$ cat src/verilog/mem_pkg.sv
// memory read channel types
// one beat carries a single pixel, so no size or burst fields
// requests ask for a run of consecutive bytes

package mem_pkg;

	// byte address into external memory
	typedef logic [31:0] addr_t;

	// read request, one per block line
	typedef struct packed {
		addr_t       addr;
		logic [15:0] len;   // burst length in beats
	} rd_req_t;

	// returned read beat
	typedef struct packed {
		logic [7:0] pixel;
		logic       last;   // final beat of the burst
	} rd_beat_t;

endpackage

$ cat src/verilog/wiener_pkg.sv
// wiener denoiser types and constants
// pixel, per-block statistics and frame configuration,
// plus the slot count and gain precision shared by the datapath

package wiener_pkg;

	// 8-bit greyscale pixel
	typedef logic [7:0] pixel_t;

	// frame configuration captured at start
	typedef struct packed {
		mem_pkg::addr_t base;
		logic [15:0]    width;    // multiple of the block size
		logic [15:0]    height;   // multiple of the block size
		logic [15:0]    noise;    // noise variance
	} frame_cfg_t;

	// statistics of one block
	typedef struct packed {
		logic [7:0]  mean;
		logic [15:0] variance;
	} blk_stats_t;

	localparam int NUM_SLOTS = 2;   // blocks in flight
	localparam int GAIN_FRAC = 8;   // fraction bits of the gain

endpackage

$ cat src/verilog/block_reader.sv
// block reader
// walks the frame block by block, one read burst per block line,
// and forwards returned beats to the statistics unit and the buffer.
// a block's first request needs a slot credit; the filter returns
// credits as it drains buffer slots. owns the busy flag of the frame

module block_reader #(
	parameter int BLOCK_SIZE = 8
) (
	input  logic                   clk,
	input  logic                   rst_n,
	input  logic                   start,
	input  wiener_pkg::frame_cfg_t cfg,
	output logic                   busy,
	input  logic                   done_in,
	output mem_pkg::rd_req_t       req,
	output logic                   req_valid,
	input  logic                   req_ready,
	input  logic                   beat_valid,
	input  mem_pkg::rd_beat_t      beat,
	output logic                   wr,
	output wiener_pkg::pixel_t     wr_pixel,
	input  logic                   slot_free
);

	localparam int LOG_BS = $clog2(BLOCK_SIZE);
	localparam int CW     = $clog2(wiener_pkg::NUM_SLOTS + 1);

	typedef enum logic [1:0] {
		ST_IDLE,
		ST_REQ,
		ST_RECV,
		ST_WAIT
	} state_t;

	state_t                 state;
	wiener_pkg::frame_cfg_t cfg_q;
	logic [15:0]            br;         // block row
	logic [15:0]            bc;         // block column
	logic [LOG_BS-1:0]      y;          // line inside the block
	logic [CW-1:0]          credits;
	logic                   busy_r;
	logic                   start_acc;
	logic                   credit_avail;
	logic                   take;
	logic                   line_end;
	logic                   blk_end;
	logic                   frame_end;
	logic [15:0]            blocks_w;
	logic [15:0]            blocks_h;
	logic [15:0]            line_idx;

	assign blocks_w  = cfg_q.width >> LOG_BS;
	assign blocks_h  = cfg_q.height >> LOG_BS;
	assign start_acc = start && !busy;   // start while busy is dropped
	assign busy      = busy_r && !done_in;

	assign credit_avail = (credits != '0) || slot_free;
	assign line_end     = (state == ST_RECV) && beat_valid && beat.last;
	assign blk_end      = line_end && (y == LOG_BS'(BLOCK_SIZE - 1));
	assign frame_end    = blk_end && (bc == blocks_w - 16'd1) && (br == blocks_h - 16'd1);
	assign take         = ((blk_end && !frame_end) || (state == ST_WAIT)) && credit_avail;

	// frame line of the current request
	assign line_idx  = (br << LOG_BS) | 16'(y);
	assign req.addr  = cfg_q.base
		+ mem_pkg::addr_t'(line_idx) * mem_pkg::addr_t'(cfg_q.width)
		+ mem_pkg::addr_t'(bc << LOG_BS);
	assign req.len   = 16'(BLOCK_SIZE);
	assign req_valid = (state == ST_REQ);

	// beats go straight on as buffer writes
	assign wr       = (state == ST_RECV) && beat_valid;
	assign wr_pixel = beat.pixel;

	always_ff @(posedge clk) begin
		if (start_acc)
			cfg_q <= cfg;
	end

	always_ff @(posedge clk or negedge rst_n) begin
		if (!rst_n) begin
			state  <= ST_IDLE;
			br     <= '0;
			bc     <= '0;
			y      <= '0;
			busy_r <= 1'b0;
		end else begin
			if (start_acc)
				busy_r <= 1'b1;
			else if (done_in)
				busy_r <= 1'b0;   // held until the last pixel leaves the filter

			case (state)
				ST_IDLE: begin
					if (start_acc) begin
						br    <= '0;
						bc    <= '0;
						y     <= '0;
						state <= ST_REQ;   // first credit taken at start
					end
				end
				ST_REQ: begin
					if (req_ready)
						state <= ST_RECV;
				end
				ST_RECV: begin
					if (line_end) begin
						if (!blk_end) begin
							y     <= y + 1'b1;
							state <= ST_REQ;
						end else if (frame_end) begin
							y     <= '0;
							state <= ST_IDLE;
						end else begin
							y <= '0;
							if (bc == blocks_w - 16'd1) begin
								bc <= '0;
								br <= br + 16'd1;
							end else begin
								bc <= bc + 16'd1;
							end
							state <= credit_avail ? ST_REQ : ST_WAIT;
						end
					end
				end
				ST_WAIT: begin
					if (credit_avail)
						state <= ST_REQ;
				end
				default: state <= ST_IDLE;
			endcase
		end
	end

	// slot credits, one per free buffer slot
	always_ff @(posedge clk or negedge rst_n) begin
		if (!rst_n)
			credits <= CW'(wiener_pkg::NUM_SLOTS);
		else if (start_acc)
			credits <= CW'(wiener_pkg::NUM_SLOTS - 1);
		else
			credits <= credits + CW'(slot_free) - CW'(take);
	end

endmodule

$ cat src/verilog/block_stats.sv
// block statistics
// sums pixels and squared pixels over one block, then turns the totals
// into mean and variance and queues them for the gain unit

module block_stats #(
	parameter int BLOCK_SIZE = 8
) (
	input  logic                   clk,
	input  logic                   rst_n,
	input  logic                   wr,
	input  wiener_pkg::pixel_t     wr_pixel,
	output wiener_pkg::blk_stats_t stats,
	output logic                   stats_valid,
	input  logic                   stats_pop
);

	localparam int NPIX  = BLOCK_SIZE * BLOCK_SIZE;
	localparam int LOG_N = $clog2(NPIX);
	localparam int SW    = 8 + LOG_N;
	localparam int QW    = 16 + LOG_N;
	localparam int DEPTH = wiener_pkg::NUM_SLOTS;
	localparam int PW    = $clog2(DEPTH);
	localparam int CNTW  = $clog2(DEPTH + 1);

	logic [LOG_N-1:0]       cnt;
	logic [SW-1:0]          sum;
	logic [SW-1:0]          sum_fin;
	logic [QW-1:0]          sq;
	logic [QW-1:0]          sq_fin;
	logic [15:0]            sq_px;
	logic                   blk_done;
	logic [7:0]             mean_c;
	logic [15:0]            mean_sq;
	wiener_pkg::blk_stats_t res_c;
	wiener_pkg::blk_stats_t q [DEPTH];
	logic [PW-1:0]          wptr;
	logic [PW-1:0]          rptr;
	logic [CNTW-1:0]        fill;

	assign sq_px   = wr_pixel * wr_pixel;
	assign mean_c  = sum_fin[SW-1:LOG_N];
	assign mean_sq = mean_c * mean_c;
	assign res_c   = '{mean: mean_c, variance: sq_fin[QW-1:LOG_N] - mean_sq};

	always_ff @(posedge clk or negedge rst_n) begin
		if (!rst_n) begin
			cnt      <= '0;
			sum      <= '0;
			sq       <= '0;
			blk_done <= 1'b0;
		end else begin
			blk_done <= 1'b0;
			if (wr) begin
				cnt <= cnt + 1'b1;   // wraps at the block end
				if (cnt == LOG_N'(NPIX - 1)) begin
					sum_fin  <= sum + SW'(wr_pixel);
					sq_fin   <= sq + QW'(sq_px);
					sum      <= '0;
					sq       <= '0;
					blk_done <= 1'b1;
				end else begin
					sum <= sum + SW'(wr_pixel);
					sq  <= sq + QW'(sq_px);
				end
			end
		end
	end

	// result queue, slot credits keep it from overflowing
	always_ff @(posedge clk) begin
		if (blk_done)
			q[wptr] <= res_c;
	end

	always_ff @(posedge clk or negedge rst_n) begin
		if (!rst_n) begin
			wptr <= '0;
			rptr <= '0;
			fill <= '0;
		end else begin
			if (blk_done)
				wptr <= (wptr == PW'(DEPTH - 1)) ? '0 : wptr + 1'b1;
			if (stats_pop)
				rptr <= (rptr == PW'(DEPTH - 1)) ? '0 : rptr + 1'b1;
			fill <= fill + CNTW'(blk_done) - CNTW'(stats_pop);
		end
	end

	assign stats       = q[rptr];
	assign stats_valid = (fill != '0);

endmodule

$ cat src/verilog/block_buffer.sv
// block pixel buffer
// holds NUM_SLOTS blocks; writes fill the slots in order as beats
// arrive, reads drain them in the same order one pixel per rd_en,
// with the pixel out on the following cycle

module block_buffer #(
	parameter int BLOCK_SIZE = 8
) (
	input  logic               clk,
	input  logic               rst_n,
	input  logic               wr,
	input  wiener_pkg::pixel_t wr_pixel,
	input  logic               rd_en,
	output wiener_pkg::pixel_t rd_pixel
);

	localparam int NPIX  = BLOCK_SIZE * BLOCK_SIZE;
	localparam int DEPTH = wiener_pkg::NUM_SLOTS * NPIX;
	localparam int AW    = $clog2(DEPTH);

	wiener_pkg::pixel_t mem [DEPTH];
	logic [AW-1:0]      wr_ptr;
	logic [AW-1:0]      rd_ptr;
	logic               wr_wrap;
	logic               rd_wrap;

	// end of the last slot
	assign wr_wrap = (wr_ptr == AW'(DEPTH - 1));
	assign rd_wrap = (rd_ptr == AW'(DEPTH - 1));

	always_ff @(posedge clk) begin
		if (wr)
			mem[wr_ptr] <= wr_pixel;
	end

	always_ff @(posedge clk) begin
		if (rd_en)
			rd_pixel <= mem[rd_ptr];   // valid one cycle after rd_en
	end

	always_ff @(posedge clk or negedge rst_n) begin
		if (!rst_n) begin
			wr_ptr <= '0;
			rd_ptr <= '0;
		end else begin
			if (wr)
				wr_ptr <= wr_wrap ? '0 : wr_ptr + 1'b1;
			if (rd_en)
				rd_ptr <= rd_wrap ? '0 : rd_ptr + 1'b1;
		end
	end

endmodule

$ cat src/verilog/wiener_gain.sv
// wiener gain and filter
// pops block statistics, divides (v - noise) << GAIN_FRAC by v with a
// restoring serial divider, then filters the block's pixels while
// output credits last. returns the slot once the block is read and
// pulses done after the frame's last pixel

module wiener_gain #(
	parameter int BLOCK_SIZE = 8
) (
	input  logic                   clk,
	input  logic                   rst_n,
	input  logic [15:0]            cfg_noise,
	input  logic [31:0]            frame_pixels,
	input  wiener_pkg::blk_stats_t stats,
	input  logic                   stats_valid,
	output logic                   stats_pop,
	output logic                   rd_en,
	input  wiener_pkg::pixel_t     rd_pixel,
	output logic                   slot_free,
	output wiener_pkg::pixel_t     out_pixel,
	output logic                   out_valid,
	input  logic                   out_credit,
	output logic                   done
);

	localparam int NPIX    = BLOCK_SIZE * BLOCK_SIZE;
	localparam int LOG_N   = $clog2(NPIX);
	localparam int DIV_CYC = 2 * BLOCK_SIZE;
	localparam int DCW     = $clog2(DIV_CYC);
	localparam int DW      = 16 + DIV_CYC;
	localparam int GF      = wiener_pkg::GAIN_FRAC;
	localparam int GW      = GF + 1;   // gain reaches 1.0 when noise is 0

	typedef enum logic [1:0] {
		ST_IDLE,
		ST_DIV,
		ST_FILT
	} state_t;

	state_t              state;
	logic [7:0]          mean_q;
	logic [GW-1:0]       gain;
	logic [DW-1:0]       rem;
	logic [DW-1:0]       dsh;        // divisor aligned to the current bit
	logic [DCW-1:0]      div_cnt;
	logic [LOG_N-1:0]    rd_idx;
	logic [15:0]         credits;
	logic [31:0]         out_cnt;
	logic [15:0]         excess;
	logic [15+GF:0]      num_c;
	logic [15:0]         den_c;
	logic                q_bit;
	logic signed [9:0]   diff;
	logic signed [19:0]  prod;
	logic signed [19:0]  res;

	// v <= noise gives a zero numerator, divisor forced to 1
	always_comb begin
		excess = stats.variance - cfg_noise;
		if (stats.variance > cfg_noise) begin
			num_c = {excess, {GF{1'b0}}};
			den_c = stats.variance;
		end else begin
			num_c = '0;
			den_c = 16'd1;
		end
	end

	assign q_bit     = (rem >= dsh);
	assign stats_pop = (state == ST_IDLE) && stats_valid;
	assign rd_en     = (state == ST_FILT) && (credits > 16'(out_valid));   // one read in flight

	// filter on the pixel returned by the buffer
	assign diff = $signed({2'b00, rd_pixel}) - $signed({2'b00, mean_q});
	assign prod = diff * $signed({1'b0, gain});
	assign res  = $signed({12'd0, mean_q}) + (prod >>> GF);
	assign out_pixel = (res < 0) ? 8'd0 : (res > 20'sd255) ? 8'd255 : res[7:0];

	always_ff @(posedge clk or negedge rst_n) begin
		if (!rst_n) begin
			state     <= ST_IDLE;
			mean_q    <= '0;
			gain      <= '0;
			rem       <= '0;
			dsh       <= '0;
			div_cnt   <= '0;
			rd_idx    <= '0;
			slot_free <= 1'b0;
		end else begin
			slot_free <= 1'b0;
			case (state)
				ST_IDLE: begin
					if (stats_pop) begin
						mean_q  <= stats.mean;
						gain    <= '0;
						rem     <= DW'(num_c);
						dsh     <= DW'(den_c) << (DIV_CYC - 1);
						div_cnt <= DCW'(DIV_CYC - 1);
						state   <= ST_DIV;
					end
				end
				ST_DIV: begin
					if (q_bit)
						rem <= rem - dsh;
					gain <= {gain[GW-2:0], q_bit};
					dsh  <= dsh >> 1;
					div_cnt <= div_cnt - 1'b1;
					if (div_cnt == '0)
						state <= ST_FILT;
				end
				ST_FILT: begin
					if (rd_en) begin
						rd_idx <= rd_idx + 1'b1;
						if (rd_idx == LOG_N'(NPIX - 1)) begin
							slot_free <= 1'b1;   // block fully read
							state     <= ST_IDLE;
						end
					end
				end
				default: state <= ST_IDLE;
			endcase
		end
	end

	// output credits and frame progress
	always_ff @(posedge clk or negedge rst_n) begin
		if (!rst_n) begin
			out_valid <= 1'b0;
			credits   <= '0;
			out_cnt   <= '0;
			done      <= 1'b0;
		end else begin
			out_valid <= rd_en;
			credits   <= credits + 16'(out_credit) - 16'(out_valid);
			done      <= out_valid && (out_cnt == frame_pixels - 32'd1);
			if (out_valid)
				out_cnt <= (out_cnt == frame_pixels - 32'd1) ? '0 : out_cnt + 32'd1;
		end
	end

endmodule

$ cat src/verilog/wiener_top.sv
// block wiener denoiser top level
// the reader feeds each beat to the statistics unit and the block
// buffer side by side; the gain unit combines both into the output
// stream under downstream credits

module wiener_top #(
	parameter int BLOCK_SIZE = 8
) (
	input  logic                   clk,
	input  logic                   rst_n,
	input  logic                   start,
	input  wiener_pkg::frame_cfg_t cfg,
	output logic                   busy,
	output logic                   done,
	output mem_pkg::rd_req_t       req,
	output logic                   req_valid,
	input  logic                   req_ready,
	input  logic                   beat_valid,
	input  mem_pkg::rd_beat_t      beat,
	output wiener_pkg::pixel_t     out_pixel,
	output logic                   out_valid,
	input  logic                   out_credit
);

	wiener_pkg::frame_cfg_t cfg_q;
	logic                   wr;
	wiener_pkg::pixel_t     wr_pixel;
	wiener_pkg::blk_stats_t stats;
	logic                   stats_valid;
	logic                   stats_pop;
	logic                   rd_en;
	wiener_pkg::pixel_t     rd_pixel;
	logic                   slot_free;
	logic [31:0]            frame_pixels;

	// frame settings for the filter side
	always_ff @(posedge clk) begin
		if (start && !busy)
			cfg_q <= cfg;
	end

	assign frame_pixels = 32'(cfg_q.width) * 32'(cfg_q.height);

	block_reader #(.BLOCK_SIZE(BLOCK_SIZE)) u_reader (
		.clk        (clk),
		.rst_n      (rst_n),
		.start      (start),
		.cfg        (cfg),
		.busy       (busy),
		.done_in    (done),
		.req        (req),
		.req_valid  (req_valid),
		.req_ready  (req_ready),
		.beat_valid (beat_valid),
		.beat       (beat),
		.wr         (wr),
		.wr_pixel   (wr_pixel),
		.slot_free  (slot_free)
	);

	block_stats #(.BLOCK_SIZE(BLOCK_SIZE)) u_stats (
		.clk         (clk),
		.rst_n       (rst_n),
		.wr          (wr),
		.wr_pixel    (wr_pixel),
		.stats       (stats),
		.stats_valid (stats_valid),
		.stats_pop   (stats_pop)
	);

	block_buffer #(.BLOCK_SIZE(BLOCK_SIZE)) u_buffer (
		.clk      (clk),
		.rst_n    (rst_n),
		.wr       (wr),
		.wr_pixel (wr_pixel),
		.rd_en    (rd_en),
		.rd_pixel (rd_pixel)
	);

	wiener_gain #(.BLOCK_SIZE(BLOCK_SIZE)) u_gain (
		.clk          (clk),
		.rst_n        (rst_n),
		.cfg_noise    (cfg_q.noise),
		.frame_pixels (frame_pixels),
		.stats        (stats),
		.stats_valid  (stats_valid),
		.stats_pop    (stats_pop),
		.rd_en        (rd_en),
		.rd_pixel     (rd_pixel),
		.slot_free    (slot_free),
		.out_pixel    (out_pixel),
		.out_valid    (out_valid),
		.out_credit   (out_credit),
		.done         (done)
	);

endmodule

$ cat config.mk
export PLATFORM = sky130hd
export DESIGN_NAME = wiener_top
export DESIGN_NICKNAME = d
export VERILOG_FILES = /design/src/verilog/mem_pkg.sv /design/src/verilog/wiener_pkg.sv /design/src/verilog/block_reader.sv /design/src/verilog/block_stats.sv /design/src/verilog/block_buffer.sv /design/src/verilog/wiener_gain.sv /design/src/verilog/wiener_top.sv
export SDC_FILE = /design/constraint.sdc
export NUM_CORES = 2
export LEC_CHECK = 0
export BUFFER_PORTS_ARGS = -buffer_cell sky130_fd_sc_hd__buf_2
export CELL_PAD_IN_SITES_DETAIL_PLACEMENT = 2
export CELL_PAD_IN_SITES_GLOBAL_PLACEMENT = 2
export CORE_MARGIN = 1.5
export CORE_UTILIZATION = 41
export CTS_BUF_LIST = sky130_fd_sc_hd__clkbuf_4 sky130_fd_sc_hd__clkbuf_8 sky130_fd_sc_hd__clkbuf_16
export CTS_CLUSTER_DIAMETER = 60
export DETAILED_ROUTE_END_ITERATION = 16
export PLACE_DENSITY_LB_ADDON = 0.3
export SYNTH_ARGS = -nofsm -noshare
export SYNTH_HDL_FRONTEND = slang
export SYNTH_SLANG_ARGS = --single-unit
$ cat constraint.sdc
create_clock -name clk -period 9.45 [get_ports clk]
set_input_delay 2.3625 -clock clk [delete_from_list [all_inputs] [get_ports clk]]
set_output_delay 2.3625 -clock clk [all_outputs]
set_load 0.02 [all_outputs]
* Yosys cells after proc, flatten, opt, wreduce, memory -nomap -nowiden *
Memory sizes are Yosys's and may differ from the RTL's. A register that Yosys moved wholly into a read port is not among the register bits.
Cells that the tools add are included.

word-level totals
  output and inout port bits = 60
  bits in registers = 361
  bits of input ports = 95
  bits in writable memories = 1072
  memories kept = 2
  word-level logic and storage cells = 195

memories
  name          depth  bits a word  read ports  clocked after Yosys merged registers in  wr ports  line                source
  u_buffer.mem  128    8            1           1                                        1         block_buffer.sv:21  wiener_pkg::pixel_t mem [DEPTH];
  u_stats.q     2      24           1           0                                        1         block_stats.sv:35   wiener_pkg::blk_stats_t q [DEPTH];

operators by class
  bitwise operators = 1
  $mul = 5
  multiplexer cells = 60
  add/sub/neg operators = 29
  equal/unequal tests = 25
  $lt $le $gt $ge = 5
  reductions and logical operators = 35

operator list
  cell                                                                      number
  16-bit 2-to-1 mux                                                         10
  32-bit 2-to-1 mux                                                         4
  32-bit one-hot mux with 2 select lines                                    2
  16-bit by 16-bit multiplier with 32-bit output                            2
  16-bit one-hot mux with 2 select lines                                    2
  16-bit by 1-bit adder with 16-bit output (second input constant)          2
  32-bit by 1-bit adder with 32-bit output (second input constant)          1
  32-bit by 19-bit adder with 32-bit output                                 1
  32-bit adder                                                              1
  16-bit == test                                                            2
  32-bit == test                                                            1
  32-bit >= comparator                                                      1
  8-bit by 8-bit multiplier with 16-bit output                              2
  16-bit subtractor                                                         2
  32-bit by 1-bit subtractor with 32-bit output (second input constant)     1
  32-bit subtractor                                                         1
  13-bit by 1-bit subtractor with 14-bit output (second input constant)     2
  2-bit 2-to-1 mux                                                          12
  24-bit 2-to-1 mux                                                         1
  22-bit by 16-bit adder with 22-bit output                                 1
  22-bit 2-to-1 mux                                                         1
  9-bit by 10-bit multiplier with 19-bit output                             1
  2-bit by 1-bit inequality test with 1-bit output (second input constant)  9
  9-bit one-hot mux with 2 select lines                                     1
  other kinds (45)                                                          97

* Depth between registers and ports, before layout *
  depth in word-level cells = 12
  depth in mapped cells = 37
  mapped depth without buffers = 37

* By module *
From an unflattened synthesis, not the netlist that was laid out.

unflattened totals
  cell total of the unflattened synthesis = 7193
  area, all modules = 89231.8 um2

by module, submodules not included
  module        area an instance (um2)  times used  sequential area each (um2)  cells an instance
  block_buffer  40794.1                 1           31340.1                     2002
  block_reader  15303.4                 1           2834.0                      1674
  wiener_gain   13568.0                 1           3578.4                      1584
  wiener_top    10052.1                 1           1441.4                      1044
  block_stats   9514.1                  1           3338.2                      889

* Least setup slack after synthesis *
OpenSTA, ideal clock, no wires.

  path kind = register to output
  from = register u_gain.mean_q[1]
  to = output out_pixel[2]
  path slack = -0.507 ns
  path buffers = 0
  arrival time = 7.595 ns
  stages on the path, launching flop included = 36
  required time = 7.088 ns
  path through = dfrtp_1 -> inv_1 -> ha_1 -> nor2b_1 -> o21ai_0 -> a21boi_0 -> o21ai_0 -> nand2b_1 -> a21o_1 -> a21oi_1 -> xnor2_1 -> nand2_1 -> fa_1 -> fa_1 -> inv_1 -> fa_1 -> fa_1 -> inv_1 -> fa_1 -> inv_1 -> ha_1 -> a21oi_1 -> o21ai_0 -> a21oi_1 -> nor2b_1 -> o21a_1 -> o21a_1 -> nor2_1 -> ha_1 -> a21o_1 -> nor4_1 -> nor3_1 -> a211oi_1 -> mux2i_1 -> o22ai_1 -> a21oi_1

between the ends
  longest elaborated chain between the ends = 6
  elaborated cells on any way between the ends = 7
  those cells by class = add/sub (2); mul (1); order compare (2); mux (2)

ends and longest elaborated chain
  element                                                    line               source
  from (decl)                                                wiener_gain.sv:41  logic [7:0] mean_q;
  from (signal assigned)                                     wiener_gain.sv:94  mean_q <= stats.mean;
  8-bit by 8-bit subtractor with 9-bit output                wiener_gain.sv:74  assign diff = $signed({2'b00, rd_pixel}) - $signed({2'b00, mean_q});
  9-bit by 10-bit multiplier with 19-bit output              wiener_gain.sv:75  assign prod = diff * $signed({1'b0, gain});
  9-bit by 11-bit adder with 12-bit output *                 wiener_gain.sv:76  assign res = $signed({12'd0, mean_q}) + (prod >>> GF);
  13-bit by 9-bit greater-than comparator with 1-bit output  wiener_gain.sv:77  assign out_pixel = (res < 0) ? 8'd0 : (res > 20'sd255) ? 8'd255 : res[7:0];
  8-bit 2-to-1 mux                                           wiener_gain.sv:77
  8-bit 2-to-1 mux *                                         wiener_gain.sv:77
  to (decl)                                                  wiener_top.sv:20   output wiener_pkg::pixel_t out_pixel,

Mark *: on every way between the ends. The rest lies on a longest branch, timed or not.

* Final worst setup path *
  from = register u_buffer.rd_pixel[1] (read register of u_buffer.mem)
  to = output out_pixel[4]

between the ends
  longest elaborated chain between the ends = 6
  elaborated cells on any way between the ends = 7
  those cells by class = add/sub (2); mul (1); order compare (2); mux (2)

ends and longest elaborated chain
  element                                                    line                source
  from (decl)                                                block_buffer.sv:14  output wiener_pkg::pixel_t rd_pixel
  8-bit by 8-bit subtractor with 9-bit output *              wiener_gain.sv:74
  9-bit by 10-bit multiplier with 19-bit output *            wiener_gain.sv:75
  9-bit by 11-bit adder with 12-bit output *                 wiener_gain.sv:76
  13-bit by 9-bit greater-than comparator with 1-bit output  wiener_gain.sv:77
  8-bit 2-to-1 mux                                           wiener_gain.sv:77
  8-bit 2-to-1 mux *                                         wiener_gain.sv:77

Marked as above.

==> results.md <==
Outcome:
- The flow ran to the end, but the final reports show violations.
- The checks that failed: setup timing.

Synth:
- Summing every instance area after synthesis gives 87,280 um2.
- The netlist uses 90 different library cells.
- The per-instance average area after synthesis is 12.92 um2.
- The number of standard cells after synthesis is 6,757.
- The top cell type's share of synthesized area is 40.73%.
- Yosys attributes the largest share of cell area to sky130_fd_sc_hd__edfxtp_1 (41%), sky130_fd_sc_hd__fa_1 (13%), sky130_fd_sc_hd__mux4_2 (8.5%).
- The flip-flop cell with the highest count after synthesis is sky130_fd_sc_hd__edfxtp_1.
- The library cell occupying the most area in the post-synthesis netlist is sky130_fd_sc_hd__edfxtp_1.
- Sequential elements use 47.73% of the synthesized area.
- The number of flops mapped to enable cells by yosys is 1,184.
- During synthesis, Yosys emitted a total of 0 warnings.
- The share of synthesized registers carrying an async set or reset is 17.09%.
- The number of synthesized register bits is 1,428.

Detailed routing:
- Wires add up to 276,000 um.
- The count of nets left with antenna violations once routing finished came out at 0.
- The post-detailed-route DRC marker count is 0.
- The via density per instance is 5.625.
- The first routing iteration left 3,684 violations.
- After detailed routing, the average wire length per cell comes to 27.62 um.
- The overall via count from detail_route is 56,202.
- The first detailed-routing pass took 5 iterations.

Global route:
- The number of antenna violations at the first check in global routing came to 8.
- The combined global-route utilization of all metal layers is 25.73%.
- The wire length of the first global-routing pass is 418,800 um.
- The pin count of the biggest net entering global routing is 109.
- The via count of the first global-routing pass came to 64,083.
- The total overflow reported by the global router is 0.

Placement:
- The post-detailed-placement cell area is 92,050 um2.
- At the end of routability-driven placement, the weighted congestion stood at 0.8484.
- The post-detailed-placement half-perimeter wirelength is 190,400 um.
- Buffers placed on the I/O ports in this run total 138.
- At the placement stage, the worst setup path has a slack of -0.9631 ns.

Timing:
- The count of endpoints failing hold in the final timing report was 0.
- The highest clock frequency the design can meet is 90.46 MHz.
- The tightest hold path in the finished design has a slack of 0.4860 ns.
- The fraction of the cycle the final worst path needs is 117.0%.
- Setup repair after global routing could not meet its margin everywhere.
- Summed over all failing endpoints, the final setup total negative slack is -13.09 ns.
- The transition time at the pin with the least slew margin is 1.207 ns.
- The smallest setup slack after layout is -1.605 ns.
- The worst clock skew on the final layout is 0.05368 ns.
- Subtracting the final worst setup slack from the clock period gives 11.06 ns.
- The worst slew margin relative to its limit is 19.51%.
- The number of setup violations in the final report is 9.
- The max-slew violation total from the final report is 0.

Floorplan:
- The core footprint is 211,900 um2.
- The floorplan row count is 169.
- The die area is 215,700 um2.
- The number of top-level pins is 155.
- The chip height is 464.4 um.
- The initial utilization of the core area, before any placement, comes to 41.20%.
- The die is 464.4 um wide.

Layout:
- In the final layout, flip-flops and latches occupy 41,690 um2.
- The fraction of layout cells with a size suffix above 1 is 17.94%.
- The design area is 99,540 um2.
- The area growth from synthesis to layout is 14.05%.
- In the final design database the tool counted 8,153 nets.
- Leaving out fill and tap cells, the most frequent cell in the layout is sky130_fd_sc_hd__edfxtp_1.
- In the layout the commonest cells are sky130_fd_sc_hd__edfxtp_1 (1,184), sky130_fd_sc_hd__inv_1 (867), sky130_fd_sc_hd__fa_1 (567).
- The filler cells instantiated in the layout total 20,561.
- The total area of multi-input combinational cells is 41,970 um2.

Pwr:
- Combinational logic burns 7.0% of the power.
- The net switching power is 0.003695 W.
- The total power of the final layout is 0.01501 W.
- The internal power of the cells totals 0.01131 W.
- Per report_power, the clock group accounts for 47.0% of the total.
- Net switching is 24.62% of the power.
- For this design the ratio of total power to cell area is 150.8 nW/um2.
- The worst voltage drop across the vdd grid is 0.1769 mV.
- The share of total power dissipated in sequential elements is 46.0%.
- The leakage component of the power is 38.79 nW.

Clocking:
- The number of buffers between clock root and the deepest sink is 3.
- Clock-pin slew was measured on the worst setup and hold paths at 0.06 ns.
- The worst-skew pair later-pin latency is 0.84 ns.
- The H-tree generated during clock tree synthesis spans 4 levels.
- The tree built by TritonCTS fans out to 1,428 sinks.
- The total CTS buffers is 169.
- The clock root buffer master is sky130_fd_sc_hd__clkbuf_16.
- The CTS tree is yes.

Worst setup path:
- On the critical path, the stage with the largest delay is an instance of sky130_fd_sc_hd__fa_1.
- The worst setup path is captured at an output pin.
- The signal arrival time at the worst endpoint is 8.69 ns.
- The critical path in this run is classified as reg2out.
- The peak per-stage delay on the critical path is 0.53 ns.
- The required time at the worst-slack endpoint is 7.09 ns.
- By instance count, the cell type seen most on the critical path is sky130_fd_sc_hd__fa_1.
- The startpoint class of the critical path is a flop.
- Along the worst path, the maximum fanout reaches 8.

Run:
- Max-cap violations in this run came to 0.

Worst hold path:
- In this run the worst hold path is classified as reg2reg.
## what timing repair did
action                     in CTS  in global routing
cloned                          0                  0
pin swaps                      31                 52
resized for setup             121                 86
buffers inserted               41                 30
hold buffers                    0                  0
setup endpoints to repair      21                 18
## final cells by class
class	count	area share (%)
diodes	3	0.007542
inverters	888	3.359
clock buffers	198	4.510
flip-flops and latches	1428	41.88
well taps	2821	3.546
clock inverters	116	1.530
repair buffers	401	3.007
multi-input cells	4136	42.16
## state kept, by name, summed over array words and instances, names as in the netlist, 22 cells and up
name,flops
u_stats.sq,22
u_gain.rem,32
u_reader.cfg_q,38
u_buffer.mem,1024
u_gain.out_cnt,32
u_gain.dsh,31
u_stats.q,48
## power groups by stage
stage / Combinational [W] / Sequential, W / Clock (W)
2_1_floorplan: 0.000664 / 0.00703 / 0
3_3_place_gp: 0.000960 / 0.00703 / 0
3_5_place_dp: 0.00104 / 0.00703 / 0
4_1_cts: 0.00107 / 0.00690 / 0.00718
5_1_grt: 0.00118 / 0.00690 / 0.00736
6_report: 0.00105 / 0.00690 / 0.00706
## path summary, 6_finish.rpt
check / from / slack [ns] / depth (start not counted) / end
max in group asynchronous: rst_n / 5.86 / 3 / u_gain.out_cnt[4]$_DFFE_PN0P_
min: u_stats.cnt[5]$_DFFE_PN0P_ / 0.49 / 1 / u_stats.cnt[5]$_DFFE_PN0P_
max: u_buffer.rd_pixel[1]$_DFFE_PP_ / -1.61 / 36 / out_pixel[4]
min reg2reg: u_stats.cnt[5]$_DFFE_PN0P_ / 0.49 / 1 / u_stats.cnt[5]$_DFFE_PN0P_
min in group asynchronous: rst_n / 1.41 / 1 / u_gain.rem[7]$_DFFE_PN0P_
max reg2reg: u_reader.blocks_w[12]$_DFFE_PP_ / 0.99 / 23 / u_gain.done$_DFF_PN0_
## worst max-delay path, delay by kind of cell, from the launching register on
family                   cells  cell delay, ns
AO/OA/AOI/OAI               11            1.75
XOR/XNOR                     1            0.16
adder cells (fa/ha/maj)      8            3.48
buffers and inverters        7            0.78
flip-flops                   1            0.41
multiplexers                 1            0.14
AND/OR/NAND/NOR              8            1.15
## layer usage
layer,global-route usage (%),up-vias,wire length (um)
met5,0,-,26
met4,7.442,6,8234
met3,2.742,439,10340
met2,46.72,1331,145800
met1,32.26,30370,111600
li1,-,24056,-
## kinds of logic (layout without fill, tap and decap cells)
logic type / count (synthesis) / in the layout / synth area share [%]
xor gates and xnor gates: 286 / 286 / 2.887
adders and majority gates: 1034 / 1034 / 19.79
buffers and inverters: 1207 / 1603 / 5.281
and+or+nand+nor: 1697 / 1697 / 9.653
DFF: 1428 / 1428 / 47.73
other: 2 / 19 / 0.008604
AOI/OAI and AO/OA: 686 / 686 / 5.093
muxes: 417 / 417 / 9.560
## stage by stage
stage / utilization [%] / cells
2_1_floorplan: - / 6771
3_3_place_gp: 43.45 / 9604
3_5_place_dp: 43.45 / 9604
4_1_cts: 46.68 / 9959
5_1_grt: 46.98 / 9990
6_report: 46.98 / 9991
## synth_stat cells, types with 7 or more instances
cell                       instances
sky130_fd_sc_hd__and4_1           11
sky130_fd_sc_hd__dfrtp_1         243
sky130_fd_sc_hd__mux2i_1          36
sky130_fd_sc_hd__o221a_2          14
sky130_fd_sc_hd__nor4b_1           7
sky130_fd_sc_hd__nor4_1           21
sky130_fd_sc_hd__o22ai_1          20
sky130_fd_sc_hd__o21bai_1         18
sky130_fd_sc_hd__nor3_1           80
sky130_fd_sc_hd__buf_1            51
sky130_fd_sc_hd__ha_1            457
sky130_fd_sc_hd__xnor2_1         189
sky130_fd_sc_hd__a31oi_1          31
sky130_fd_sc_hd__o21ai_0         173
sky130_fd_sc_hd__nor2_1          347
sky130_fd_sc_hd__o211ai_1         15
sky130_fd_sc_hd__a21oi_1         170
sky130_fd_sc_hd__buf_4            16
sky130_fd_sc_hd__nand3b_1         10
sky130_fd_sc_hd__a21boi_0          7
sky130_fd_sc_hd__o41ai_1           9
sky130_fd_sc_hd__clkbuf_1        247
sky130_fd_sc_hd__a21o_1           50
sky130_fd_sc_hd__nand4_1          56
sky130_fd_sc_hd__o31ai_1          19
sky130_fd_sc_hd__xor2_1           96
sky130_fd_sc_hd__a22o_1           17
sky130_fd_sc_hd__and2_1          372
sky130_fd_sc_hd__and3_1           30
sky130_fd_sc_hd__nor3b_1           7
sky130_fd_sc_hd__mux4_2          328
sky130_fd_sc_hd__o21a_1           30
sky130_fd_sc_hd__or2_2            20
sky130_fd_sc_hd__nor2b_1          45
sky130_fd_sc_hd__a211oi_1         29
sky130_fd_sc_hd__nand3_1          93
sky130_fd_sc_hd__or3_1            24
sky130_fd_sc_hd__edfxtp_1       1184
sky130_fd_sc_hd__inv_1           886
sky130_fd_sc_hd__or4_1            10
sky130_fd_sc_hd__nand2_1         499
sky130_fd_sc_hd__fa_1            577
sky130_fd_sc_hd__mux2_2           53
sky130_fd_sc_hd__nand2b_1         49
Power figures use the tool's default switching activity.
